**src/common/decode_pkg.sv**
```systemverilog
package decode_pkg;

    ////////////////////////////////////////
    // Widths and constants
    ////////////////////////////////////////

    localparam int XLEN       = 32;
    localparam int REG_ADDR_W = 5;

    // ADDI x0, x0, 0
    localparam logic [XLEN-1:0] NOP_INSTR = 32'h0000_0013;

    // Major opcodes
    localparam logic [6:0] OPC_LUI      = 7'b0110111;
    localparam logic [6:0] OPC_AUIPC    = 7'b0010111;
    localparam logic [6:0] OPC_JAL      = 7'b1101111;
    localparam logic [6:0] OPC_JALR     = 7'b1100111;
    localparam logic [6:0] OPC_BRANCH   = 7'b1100011;
    localparam logic [6:0] OPC_LOAD     = 7'b0000011;
    localparam logic [6:0] OPC_STORE    = 7'b0100011;
    localparam logic [6:0] OPC_OP_IMM   = 7'b0010011;
    localparam logic [6:0] OPC_OP       = 7'b0110011;
    localparam logic [6:0] OPC_MISC_MEM = 7'b0001111;
    localparam logic [6:0] OPC_SYSTEM   = 7'b1110011;

    // funct7 groups
    localparam logic [6:0] F7_BASE   = 7'b0000000;
    localparam logic [6:0] F7_ALT    = 7'b0100000;
    localparam logic [6:0] F7_MULDIV = 7'b0000001;

    // imm12 field of the fixed SYSTEM words
    localparam logic [11:0] SYS_ECALL  = 12'h000;
    localparam logic [11:0] SYS_EBREAK = 12'h001;
    localparam logic [11:0] SYS_SRET   = 12'h102;
    localparam logic [11:0] SYS_MRET   = 12'h302;
    localparam logic [11:0] SYS_WFI    = 12'h105;

    ////////////////////////////////////////
    // Operation and format encodings
    ////////////////////////////////////////

    typedef enum logic [5:0] {
        LUI,
        JAL,
        JALR,
        BEQ,
        BNE,
        BLT,
        BGE,
        BLTU,
        BGEU,
        LB,
        LH,
        LW,
        LBU,
        LHU,
        SB,
        SH,
        SW,
        ADD,
        SUB,
        SLL,
        SLT,
        SLTU,
        XOR,
        SRL,
        SRA,
        OR,
        AND,
        MUL,
        MULH,
        MULHSU,
        MULHU,
        DIV,
        DIVU,
        REM,
        REMU,
        ECALL,
        EBREAK,
        SRET,
        MRET,
        WFI,
        CSRRW,
        CSRRS,
        CSRRC,
        CSRRWI,
        CSRRSI,
        CSRRCI,
        NOP,
        INVALID
    } instr_op_e;

    typedef enum logic [2:0] {
        R_TYPE,
        I_TYPE,
        S_TYPE,
        B_TYPE,
        U_TYPE,
        J_TYPE
    } instr_fmt_e;

    // One instruction word seen as R layout or I layout
    typedef union packed {
        struct packed {
            logic [6:0]            funct7;
            logic [REG_ADDR_W-1:0] rs2;
            logic [REG_ADDR_W-1:0] rs1;
            logic [2:0]            funct3;
            logic [REG_ADDR_W-1:0] rd;
            logic [6:0]            opcode;
        } r;
        struct packed {
            logic [11:0]           imm12;
            logic [REG_ADDR_W-1:0] rs1;
            logic [2:0]            funct3;
            logic [REG_ADDR_W-1:0] rd;
            logic [6:0]            opcode;
        } i;
    } instr_u;

endpackage
```
**src/logic/decode_stage.sv**
```systemverilog
`timescale 1ns/1ns

module decode_stage (
    input  logic                              clk,
    input  logic                              reset_n,
    input  logic                              enable_i,
    input  logic [decode_pkg::XLEN-1:0]       instruction_i,
    input  logic [decode_pkg::XLEN-1:0]       pc_i,
    input  logic [decode_pkg::XLEN-1:0]       rs1_data_i,
    input  logic [decode_pkg::XLEN-1:0]       rs2_data_i,
    input  logic                              jumped_i,
    output logic [decode_pkg::REG_ADDR_W-1:0] rs1_o,
    output logic [decode_pkg::REG_ADDR_W-1:0] rs2_o,
    output logic [decode_pkg::REG_ADDR_W-1:0] rd_o,
    output logic [decode_pkg::XLEN-1:0]       first_operand_o,
    output logic [decode_pkg::XLEN-1:0]       second_operand_o,
    output logic [decode_pkg::XLEN-1:0]       third_operand_o,
    output logic [decode_pkg::XLEN-1:0]       pc_o,
    output logic [decode_pkg::XLEN-1:0]       instruction_o,
    output decode_pkg::instr_op_e             operation_o,
    output logic                              hazard_o,
    output logic                              exc_illegal_o,
    output logic                              exc_misaligned_o
);
    import decode_pkg::*;

    instr_u          cur_instr;
    instr_op_e       op;
    instr_fmt_e      fmt;
    logic [XLEN-1:0] imm;
    logic            hazard;

    // Register file read addresses
    assign rs1_o    = cur_instr.r.rs1;
    assign rs2_o    = cur_instr.r.rs2;
    assign hazard_o = hazard;

    instr_replay u_replay (
        .clk           (clk),
        .reset_n       (reset_n),
        .enable_i      (enable_i),
        .hazard_i      (hazard),
        .instruction_i (instruction_i),
        .cur_instr_o   (cur_instr)
    );

    op_decoder u_op_decoder (
        .instr_i (cur_instr),
        .op_o    (op),
        .fmt_o   (fmt)
    );

    imm_gen u_imm_gen (
        .instr_i (cur_instr),
        .fmt_i   (fmt),
        .imm_o   (imm)
    );

    hazard_unit u_hazard (
        .clk      (clk),
        .reset_n  (reset_n),
        .enable_i (enable_i),
        .jumped_i (jumped_i),
        .instr_i  (cur_instr),
        .fmt_i    (fmt),
        .hazard_o (hazard)
    );

    issue_register u_issue (
        .clk              (clk),
        .reset_n          (reset_n),
        .enable_i         (enable_i),
        .hazard_i         (hazard),
        .instr_i          (cur_instr),
        .op_i             (op),
        .fmt_i            (fmt),
        .imm_i            (imm),
        .pc_i             (pc_i),
        .rs1_data_i       (rs1_data_i),
        .rs2_data_i       (rs2_data_i),
        .rd_o             (rd_o),
        .first_operand_o  (first_operand_o),
        .second_operand_o (second_operand_o),
        .third_operand_o  (third_operand_o),
        .pc_o             (pc_o),
        .instruction_o    (instruction_o),
        .operation_o      (operation_o),
        .exc_illegal_o    (exc_illegal_o),
        .exc_misaligned_o (exc_misaligned_o)
    );

endmodule

```
**src/logic/issue_register.sv**
```systemverilog
`timescale 1ns/1ns

module issue_register (
    input  logic                              clk,
    input  logic                              reset_n,
    input  logic                              enable_i,
    input  logic                              hazard_i,
    input  decode_pkg::instr_u                instr_i,
    input  decode_pkg::instr_op_e             op_i,
    input  decode_pkg::instr_fmt_e            fmt_i,
    input  logic [decode_pkg::XLEN-1:0]       imm_i,
    input  logic [decode_pkg::XLEN-1:0]       pc_i,
    input  logic [decode_pkg::XLEN-1:0]       rs1_data_i,
    input  logic [decode_pkg::XLEN-1:0]       rs2_data_i,
    output logic [decode_pkg::REG_ADDR_W-1:0] rd_o,
    output logic [decode_pkg::XLEN-1:0]       first_operand_o,
    output logic [decode_pkg::XLEN-1:0]       second_operand_o,
    output logic [decode_pkg::XLEN-1:0]       third_operand_o,
    output logic [decode_pkg::XLEN-1:0]       pc_o,
    output logic [decode_pkg::XLEN-1:0]       instruction_o,
    output decode_pkg::instr_op_e             operation_o,
    output logic                              exc_illegal_o,
    output logic                              exc_misaligned_o
);
    import decode_pkg::*;

    logic [XLEN-1:0] first_operand;
    logic [XLEN-1:0] second_operand;
    logic [XLEN-1:0] third_operand;

    ////////////////////////////////////////
    // Operand selection
    ////////////////////////////////////////

    // AUIPC and JAL work on the PC
    assign first_operand  = (fmt_i == U_TYPE || fmt_i == J_TYPE) ? pc_i : rs1_data_i;
    assign second_operand = (fmt_i == R_TYPE || fmt_i == B_TYPE) ? rs2_data_i : imm_i;
    // Store data rides on the third operand
    assign third_operand  = (fmt_i == S_TYPE) ? rs2_data_i : imm_i;

    ////////////////////////////////////////
    // Output register
    ////////////////////////////////////////

    always_ff @(posedge clk or negedge reset_n) begin
        if (!reset_n) begin
            rd_o             <= '0;
            first_operand_o  <= '0;
            second_operand_o <= '0;
            third_operand_o  <= '0;
            pc_o             <= '0;
            instruction_o    <= '0;
            operation_o      <= NOP;
            exc_illegal_o    <= 1'b0;
            exc_misaligned_o <= 1'b0;
        end else if (hazard_i) begin
            // Bubble in place of the held-back instruction
            rd_o             <= '0;
            first_operand_o  <= '0;
            second_operand_o <= '0;
            third_operand_o  <= '0;
            pc_o             <= '0;
            instruction_o    <= '0;
            operation_o      <= NOP;
            exc_illegal_o    <= 1'b0;
            exc_misaligned_o <= 1'b0;
        end else if (enable_i) begin
            rd_o             <= instr_i.r.rd;
            first_operand_o  <= first_operand;
            second_operand_o <= second_operand;
            third_operand_o  <= third_operand;
            pc_o             <= pc_i;
            instruction_o    <= instr_i;
            operation_o      <= op_i;
            exc_illegal_o    <= (op_i == INVALID);
            exc_misaligned_o <= |pc_i[1:0];
        end
    end

endmodule

```
**src/logic/hazard_unit.sv**
```systemverilog
`timescale 1ns/1ns

module hazard_unit (
    input  logic                   clk,
    input  logic                   reset_n,
    input  logic                   enable_i,
    input  logic                   jumped_i,
    input  decode_pkg::instr_u     instr_i,
    input  decode_pkg::instr_fmt_e fmt_i,
    output logic                   hazard_o
);
    import decode_pkg::*;

    logic [REG_ADDR_W-1:0] locked_reg;
    logic                  locked_mem;
    logic                  use_rs1;
    logic                  use_rs2;
    logic                  is_mem;
    logic                  hit_rs1;
    logic                  hit_rs2;

    // Lock follows the word handed to execute, cleared by a bubble
    always_ff @(posedge clk or negedge reset_n) begin
        if (!reset_n) begin
            locked_reg <= '0;
            locked_mem <= 1'b0;
        end else if (hazard_o) begin
            locked_reg <= '0;
            locked_mem <= 1'b0;
        end else if (enable_i) begin
            locked_reg <= instr_i.r.rd;
            locked_mem <= (instr_i.r.opcode == OPC_STORE);
        end
    end

    always_comb begin
        case (fmt_i)
            R_TYPE, B_TYPE, S_TYPE: {use_rs1, use_rs2} = 2'b11;
            I_TYPE:                 {use_rs1, use_rs2} = 2'b10;
            default:                {use_rs1, use_rs2} = 2'b00;
        endcase
    end

    assign is_mem  = (instr_i.r.opcode == OPC_LOAD) || (instr_i.r.opcode == OPC_STORE);
    assign hit_rs1 = use_rs1 && (instr_i.r.rs1 != '0) && (instr_i.r.rs1 == locked_reg);
    assign hit_rs2 = use_rs2 && (instr_i.r.rs2 != '0) && (instr_i.r.rs2 == locked_reg);

    // A taken jump flushes the locked instruction, so no stall then
    assign hazard_o = (hit_rs1 || hit_rs2 || (locked_mem && is_mem)) && enable_i && !jumped_i;

endmodule

```
**src/decoder/imm_gen.sv**
```systemverilog
`timescale 1ns/1ns

module imm_gen (
    input  decode_pkg::instr_u          instr_i,
    input  decode_pkg::instr_fmt_e      fmt_i,
    output logic [decode_pkg::XLEN-1:0] imm_o
);
    import decode_pkg::*;

    logic [XLEN-1:0] word;
    logic            sign;
    logic [XLEN-1:0] imm_i;
    logic [XLEN-1:0] imm_s;
    logic [XLEN-1:0] imm_b;
    logic [XLEN-1:0] imm_u;
    logic [XLEN-1:0] imm_j;

    assign word = instr_i;
    assign sign = word[XLEN-1];

    assign imm_i = {{(XLEN-12){sign}}, instr_i.i.imm12};
    // S splits its immediate over the funct7 and rd slots
    assign imm_s = {{(XLEN-12){sign}}, instr_i.r.funct7, instr_i.r.rd};
    assign imm_b = {{(XLEN-12){sign}}, word[7], word[30:25], word[11:8], 1'b0};
    assign imm_u = {word[31:12], 12'b0};
    assign imm_j = {{(XLEN-20){sign}}, word[19:12], word[20], word[30:21], 1'b0};

    always_comb begin
        case (fmt_i)
            I_TYPE:  imm_o = imm_i;
            S_TYPE:  imm_o = imm_s;
            B_TYPE:  imm_o = imm_b;
            U_TYPE:  imm_o = imm_u;
            J_TYPE:  imm_o = imm_j;
            default: imm_o = '0;
        endcase
    end

endmodule

```
**src/decoder/op_decoder.sv**
```systemverilog
`timescale 1ns/1ns

module op_decoder (
    input  decode_pkg::instr_u     instr_i,
    output decode_pkg::instr_op_e  op_o,
    output decode_pkg::instr_fmt_e fmt_o
);
    import decode_pkg::*;

    logic [6:0] opcode;
    logic [2:0] funct3;
    logic [6:0] funct7;

    instr_op_e  op_branch;
    instr_op_e  op_load;
    instr_op_e  op_store;
    instr_op_e  op_imm;
    instr_op_e  op_reg;
    instr_op_e  op_system;

    assign opcode = instr_i.r.opcode;
    assign funct3 = instr_i.r.funct3;
    assign funct7 = instr_i.r.funct7;

    ////////////////////////////////////////
    // Per-opcode tables
    ////////////////////////////////////////

    always_comb begin
        case (funct3)
            3'b000:  op_branch = BEQ;
            3'b001:  op_branch = BNE;
            3'b100:  op_branch = BLT;
            3'b101:  op_branch = BGE;
            3'b110:  op_branch = BLTU;
            3'b111:  op_branch = BGEU;
            default: op_branch = INVALID;
        endcase
    end

    always_comb begin
        case (funct3)
            3'b000:  op_load = LB;
            3'b001:  op_load = LH;
            3'b010:  op_load = LW;
            3'b100:  op_load = LBU;
            3'b101:  op_load = LHU;
            default: op_load = INVALID;
        endcase
        case (funct3)
            3'b000:  op_store = SB;
            3'b001:  op_store = SH;
            3'b010:  op_store = SW;
            default: op_store = INVALID;
        endcase
    end

    // Shift immediates still carry a funct7 that must be checked
    always_comb begin
        case (funct3)
            3'b000:  op_imm = ADD;
            3'b001:  op_imm = (funct7 == F7_BASE) ? SLL : INVALID;
            3'b010:  op_imm = SLT;
            3'b011:  op_imm = SLTU;
            3'b100:  op_imm = XOR;
            3'b101:  op_imm = (funct7 == F7_BASE) ? SRL :
                              (funct7 == F7_ALT)  ? SRA : INVALID;
            3'b110:  op_imm = OR;
            default: op_imm = AND;
        endcase
    end

    always_comb begin
        op_reg = INVALID;
        if (funct7 == F7_BASE) begin
            case (funct3)
                3'b000:  op_reg = ADD;
                3'b001:  op_reg = SLL;
                3'b010:  op_reg = SLT;
                3'b011:  op_reg = SLTU;
                3'b100:  op_reg = XOR;
                3'b101:  op_reg = SRL;
                3'b110:  op_reg = OR;
                default: op_reg = AND;
            endcase
        end else if (funct7 == F7_ALT) begin
            if (funct3 == 3'b000) begin
                op_reg = SUB;
            end else if (funct3 == 3'b101) begin
                op_reg = SRA;
            end
        end else if (funct7 == F7_MULDIV) begin
            case (funct3)
                3'b000:  op_reg = MUL;
                3'b001:  op_reg = MULH;
                3'b010:  op_reg = MULHSU;
                3'b011:  op_reg = MULHU;
                3'b100:  op_reg = DIV;
                3'b101:  op_reg = DIVU;
                3'b110:  op_reg = REM;
                default: op_reg = REMU;
            endcase
        end
    end

    // Fixed SYSTEM words need rs1 and rd at zero
    always_comb begin
        op_system = INVALID;
        case (funct3)
            3'b000: begin
                if (instr_i.i.rs1 == '0 && instr_i.i.rd == '0) begin
                    case (instr_i.i.imm12)
                        SYS_ECALL:  op_system = ECALL;
                        SYS_EBREAK: op_system = EBREAK;
                        SYS_SRET:   op_system = SRET;
                        SYS_MRET:   op_system = MRET;
                        SYS_WFI:    op_system = WFI;
                        default:    op_system = INVALID;
                    endcase
                end
            end
            3'b001:  op_system = CSRRW;
            3'b010:  op_system = CSRRS;
            3'b011:  op_system = CSRRC;
            3'b101:  op_system = CSRRWI;
            3'b110:  op_system = CSRRSI;
            3'b111:  op_system = CSRRCI;
            default: op_system = INVALID;
        endcase
    end

    ////////////////////////////////////////
    // Final selection by opcode
    ////////////////////////////////////////

    always_comb begin
        case (opcode)
            OPC_LUI:      op_o = LUI;
            OPC_AUIPC:    op_o = ADD;
            OPC_JAL:      op_o = JAL;
            OPC_JALR:     op_o = (funct3 == 3'b000) ? JALR : INVALID;
            OPC_BRANCH:   op_o = op_branch;
            OPC_LOAD:     op_o = op_load;
            OPC_STORE:    op_o = op_store;
            OPC_OP_IMM:   op_o = op_imm;
            OPC_OP:       op_o = op_reg;
            OPC_MISC_MEM: op_o = (funct3 == 3'b000) ? NOP : INVALID;
            OPC_SYSTEM:   op_o = op_system;
            default:      op_o = INVALID;
        endcase
    end

    always_comb begin
        case (opcode)
            OPC_JALR, OPC_LOAD, OPC_OP_IMM: fmt_o = I_TYPE;
            OPC_STORE:                      fmt_o = S_TYPE;
            OPC_BRANCH:                     fmt_o = B_TYPE;
            OPC_LUI, OPC_AUIPC:             fmt_o = U_TYPE;
            OPC_JAL:                        fmt_o = J_TYPE;
            default:                        fmt_o = R_TYPE;
        endcase
    end

endmodule

```
**src/logic/instr_replay.sv**
```systemverilog
`timescale 1ns/1ns

module instr_replay (
    input  logic                        clk,
    input  logic                        reset_n,
    input  logic                        enable_i,
    input  logic                        hazard_i,
    input  logic [decode_pkg::XLEN-1:0] instruction_i,
    output decode_pkg::instr_u          cur_instr_o
);
    import decode_pkg::*;

    instr_u last_instr;
    logic   replay;

    // Remember what was decoded and whether it must be decoded again
    always_ff @(posedge clk or negedge reset_n) begin
        if (!reset_n) begin
            last_instr <= NOP_INSTR;
            replay     <= 1'b1;
        end else begin
            last_instr <= cur_instr_o;
            replay     <= hazard_i || !enable_i;
        end
    end

    always_comb begin
        if (replay) begin
            cur_instr_o = last_instr;
        end else begin
            cur_instr_o = instruction_i;
        end
    end

endmodule

```
**config.mk**
```make
export PLATFORM = sky130hd
export DESIGN_NAME = decode_stage
export DESIGN_NICKNAME = d
export VERILOG_FILES = /design/src/common/decode_pkg.sv /design/src/logic/decode_stage.sv /design/src/logic/issue_register.sv /design/src/logic/hazard_unit.sv /design/src/decoder/imm_gen.sv /design/src/decoder/op_decoder.sv /design/src/logic/instr_replay.sv
export SDC_FILE = /design/constraint.sdc
export NUM_CORES = 1
export LEC_CHECK = 0
export ABC_AREA = 1
export BUFFER_PORTS_ARGS = -buffer_cell sky130_fd_sc_hd__buf_2
export CORE_MARGIN = 2
export CORE_UTILIZATION = 58
export CTS_BUF_LIST = sky130_fd_sc_hd__clkbuf_4 sky130_fd_sc_hd__clkbuf_8
export DETAILED_ROUTE_END_ITERATION = 7
export GPL_TIMING_DRIVEN = 0
export PLACE_DENSITY_LB_ADDON = 0.1
export SYNTH_ARGS = -nofsm -noshare
export SYNTH_HDL_FRONTEND = slang
export SYNTH_SLANG_ARGS = --single-unit
```
**constraint.sdc**
```tcl
create_clock -name clk -period 3.6 [get_ports clk]
set_input_delay 0.72 -clock clk [delete_from_list [all_inputs] [get_ports clk]]
set_output_delay 0.72 -clock clk [all_outputs]
set_load 0.05 [all_outputs]
```
## Word-level counts from Yosys, hierarchy flattened

Index checks and enable logic that the tools add are counted.

- Reduce and logical (&&, ||, !) cells: 30
- Eq/ne operators: 32
- Muxes and demuxes: 48

Operators with widths:

| operator | number |
|---|---|
| $mux W32 | 14 |
| $pmux W32 S5 | 1 |
| $pmux W6 S7 | 3 |
| $mux W6 | 12 |
| $pmux W6 S11 | 1 |
| $pmux W6 S6 | 1 |
| $pmux W6 S5 | 1 |
| $eq A7 B6 Y1 const B | 4 |
| $eq A7 B7 Y1 const B | 4 |
| $pmux W4 S7 | 1 |
| $eq A12 B9 Y1 const B | 2 |
| $pmux W4 S5 | 1 |
| $eq A3 B3 Y1 const B | 6 |
| $pmux W6 S3 | 1 |
| $pmux W3 S5 | 1 |
| $eq A7 B5 Y1 const B | 2 |
| $eq A12 B1 Y1 const B | 1 |
| $eq A12 B10 Y1 const B | 1 |
| $eq A3 B2 Y1 const B | 4 |
| $logic_not A12 Y1 | 1 |
| $eq A5 B5 Y1 | 2 |
| $logic_not A5 Y1 | 2 |
| $mux W5 | 2 |
| $reduce_bool A5 Y1 | 2 |
| other kinds (15) | 40 |

- Word-level logic and storage cells: 122
- Register bits after elaboration: 207
- Output and inout port bits: 184

## Longest topological paths before layout

- Depth in word-level cells: 14
- Gate-level depth with buffers: 20
- Gate-level depth less buffers: 17

## Cells and area by module

A second synthesis with hierarchy kept.

- Cell total of the unflattened synthesis: 1469
- Area, all modules: 10999.3 um^2

Modules (own cells, without submodules):

| module | cells an instance | area each (um^2) | times used |
|---|---|---|---|
| issue_register | 892 | 7554.7 | 1 |
| instr_replay | 139 | 1330.0 | 1 |
| op_decoder | 247 | 1114.8 | 1 |
| hazard_unit | 99 | 544.3 | 1 |
| imm_gen | 92 | 455.4 | 1 |

## Least setup slack after synthesis

Ideal clock, no wire load.

- Kind: input -> output
- From: in instruction_i[0] (netlist bit)
- To: out hazard_o
- Stages on the path: 13
- Data required time: 2880 ps
- Setup slack: 953 ps
- Arrival: 1927 ps
- Path buffers: 0
- Cell sequence: nand2_1 -> nand2_1 -> nand2_2 -> nor2_4 -> nand2_1 -> nand2_1 -> nor2_2 -> nand2_1 -> nand2_1 -> nand2_1 -> nand2_1 -> nand2_2 -> inv_1

RTL lines:

| what | line | RTL |
|---|---|---|
| start, declared | decode_stage.sv:7 | `input logic [decode_pkg::XLEN-1:0] instruction_i,` |
| end, declared | decode_stage.sv:21 | `output logic hazard_o,` |

==> summary by stage <==
Power
Summed over all cells, the static leakage comes to approximately 7.5 nW. The worst vdd rail ir drop is 0.461 mV. The power density of the placed cells is 512 nW/um^2. Internal power comes to around 4.3 mW.

Of the total power, the share spent switching nets is 0.378. The share of total power in the clock network is 0.331. The total net switching power is between 2 and 3 mW. The share of total power dissipated in sequential elements is 0.382. Of the total power, combinational logic draws 0.287.

Critical path
The classification of the worst setup path is reg2out. Data on the critical path arrives at its endpoint at about 2.7 ns. The kind of start point of the critical path is a flop. The endpoint class of the critical path is an output port. The required time of the critical path is 2.88 ns. The worst register-to-register path has a setup slack of between 0.6 and 0.7 ns.

The peak fanout along the critical path is 10.

CTS
The CTS tree is yes. The clock edge transition at the registers on the reported setup and hold paths is 0.06 ns. Clock tree synthesis selected as its root buffer the cell clkbuf_8. The clock reaches the later pin of the worst-skew pair after 0.53 ns. The total number of H-tree levels is 2. The clock passes through at most 3 buffers. In this run, CTS created clock tree buffers numbering 34. The tree built by TritonCTS fans out to ~200 sinks.

GRT
For this run the aggregate overflow at the end of global routing stands at 0. The first-pass GRT wire length is ~57000 um. The initial antenna violation count is 3. The global-route usage over all layers is 0.369.

The via count of the first global-routing pass is between 10000 and 15000. The pin count of the biggest net entering global routing is 110.

Synth
The number of synthesized flops with an enable pin is 0. The synthesized area per cell is ~7.5 sq um. The most common flop cell mapped by yosys is dfrtp_1.

By instance count, the leading cell after synthesis is nand2_1. The cell accounting for the most synthesized area is dfrtp_1. Counting flops with an async set or reset pin after synthesis yields a share of 1.00.

The number of nets in the synthesized netlist is 1565. Of the synthesized area, sequential elements account for 0.473. The number of warnings reported in the yosys synthesis log is 0.

The netlist uses 35 different library cells. The area share of the largest cell type after synthesis is 0.453. The flip-flop and latch count after synthesis is around 200.

The post-synthesis cell area is roughly 11000 sq um. The count of mapped cells out of synthesis is ~1400. In the post-synthesis netlist, the biggest area contributors are dfrtp_1 (45%), nand2_1 (19%), o21ai_1 (5.0%).

The commonest cells after synthesis are nand2_1 (549), dfrtp_1 (194), inv_1 (138).

STA
The number of pins exceeding their max-slew limit in the final report is 0. Setup violations remaining at the end of the flow were counted as 0. Setup total negative slack on the finished layout was measured at 0 ns.

The post-route clock skew is around 0.025 ns. For the pin with the worst max-slew slack, the measured transition is 0.780 ns. The worst setup slack after layout is 0.214 ns. The post-route clock period utilization is 0.940. The normalized max-slew margin is 0.480. The highest attainable clock frequency is 295 MHz. The number of hold violations in the final report is 0.

The minimum clock period after layout is between 3 and 4 ns. Setup repair after global routing left no endpoint under its margin.

Routing
The final route contains approximately 11000 vias. Signal routing reaches up to met4. Once detail routing completed, the nets flagged for antenna violations numbered 0.

Summed over all layers, the routed wires come to approximately 37000 um. The met2 routed wirelength is around 18000 um. In the routed design, unresolved DRC markers number 0. The detail-routed net length per standard cell is ~18 um. Before antenna repair, the detailed router went through 5 iterations. The detailed router finished its first iteration with around 850 violations. After detailed routing, the wire length on met1 is between 10000 and 15000 um. Detailed routing placed a total of 3210 um of wire on met3. After detailed routing, the number of vias per cell comes to approximately 5.5.

Placement
After legalization and detailed placement, the total HPWL measured approximately 28000 um. The setup slack after placement is ~0.46 ns. At the end of routability-driven placement, the weighted congestion stood at 0.977. Port buffering added around 320 buffers.

Floorplanning
The height of the chip is roughly 140 um. Row generation in the floorplan step produced 49 rows. The core outline area is 18000 sq um. The area of the die is around 20000 sq um.

The I/O pin count is approximately 320. For this configuration, the core starts out at a cell density of 0.594. The die span in x is approximately 140 um.

Finish
The fraction of layout instances using a drive strength above 1 is 0.289. The area growth from synthesis to layout is 25.7%. The layout has about 1400 filler cells.

For this run, the post-layout net count is between 1500 and 2000.

Job
Across the run, the number of max-cap violations was 0.

Outcome
The flow ran to the end, and the final reports show no timing, DRC or antenna violations.

Hold path
The worst hold-check path type is in2async.
timing repair:
action / CTS / global route
setup buffers: 0 / 4
resized for setup: 0 / 15
hold buffers: 0 / 0
setup endpoints to repair: 0 / 1
layer usage:
metal,track usage,up-vias
met5,0,-
met3,0.0688,113
li1,-,5232
met4,0.158,0
met1,0.467,5218
met2,0.623,621
layout by cell type, fill, tap and decap left out, types with 6 or more instances in the layout:
cell / instances
nor2_1: 69
nand4_1: 11
buf_2: 322
o21ai_1: 108
inv_1: 138
o21ai_0: 92
clkbuf_1: 29
inv_2: 12
nor2_4: 8
clkbuf_8: 45
nand2_2: 23
clkbuf_4: 11
nand2_1: 547
dfrtp_1: 194
o21ai_2: 6
nand3_2: 16
buf_6: 20
dfstp_2: 8
buf_4: 23
nand3_1: 50
nand2_4: 8
a21oi_1: 25
o211ai_1: 12
nor2_2: 9
cells by family after synthesis:
family,Yosys count,synth area share
AO/OA/AOI/OAI,255,0.126
XOR/XNOR,1,0.000818
buffers and inverters,233,0.106
flip-flops,202,0.473
AND/OR/NAND/NOR,742,0.294
power by group through the flow:
stage | sequential [mW] | clock, mW | combinational, mW
floorplan | 3.33 | 0 | 0.692
global placement | 2.66 | 0 | 1.92
detailed placement | 2.66 | 0 | 1.95
CTS | 2.63 | 2.29 | 1.96
global route | 2.65 | 2.41 | 2.10
finish | 2.63 | 2.28 | 1.98
layout make-up:
cell class | instances | area (sq um) | share of cell area
diodes | 3 | 7.51 | 0.000558
plain buffers | 81 | 559 | 0.0415
clock buffers | 56 | 702 | 0.0521
clock inverters | 5 | 61.3 | 0.00455
inverters | 152 | 573 | 0.0426
multi-input cells | 998 | 4560 | 0.339
flip-flops and latches | 202 | 5060 | 0.376
well taps | 229 | 287 | 0.0213
repair buffers | 320 | 1650 | 0.123
critical path, stage by stage, from the launching register on:
cell,delay [ns]
dfstp_2,0.57
buf_6,0.17
buf_6,0.19
nand2_1,0.12
nand2_4,0.16
nor2_1,0.06
nand3_1,0.12
nand2_1,0.07
nor2_1,0.08
nand2_1,0.06
nand2_1,0.05
nand2_1,0.05
nand2_1,0.12
nand2_2,0.10
inv_1,0.08
buf_6,0.16
path summary, 6_finish.rpt:
check | start | endpoint | cells after the start
min | reset_n | u_issue.pc_o[24]$_DFFE_PN0P_ | 1
min in group clk | pc_i[16] | u_issue.pc_o[16]$_DFFE_PN0P_ | 3
max in group asynchronous | reset_n | u_issue.second_operand_o[18]$_DFFE_PN0P_ | 2
min reg2reg | u_issue.third_operand_o[28]$_DFFE_PN0P_ | u_issue.third_operand_o[28]$_DFFE_PN0P_ | 2
max reg2reg | u_replay.replay$_DFF_PN1_ | u_issue.exc_illegal_o$_DFFE_PN0P_ | 16
max | u_replay.replay$_DFF_PN1_ | hazard_o | 15
stage by stage:
step           total power, mW  utilization  cell area [sq um]  hold WS (ns)  instances
2_1_floorplan             4.02            -              10700         0.424       1433
3_3_place_gp              4.57        0.697              12600         0.457       1977
3_5_place_dp              4.61        0.700              12600         0.460       1978
4_1_cts                   6.88        0.742              13400         0.241       2039
5_1_grt                   7.16        0.747              13500         0.280       2044
6_report                  6.89        0.747              13500         0.226       2046
Power figures use the tool's default switching activity.
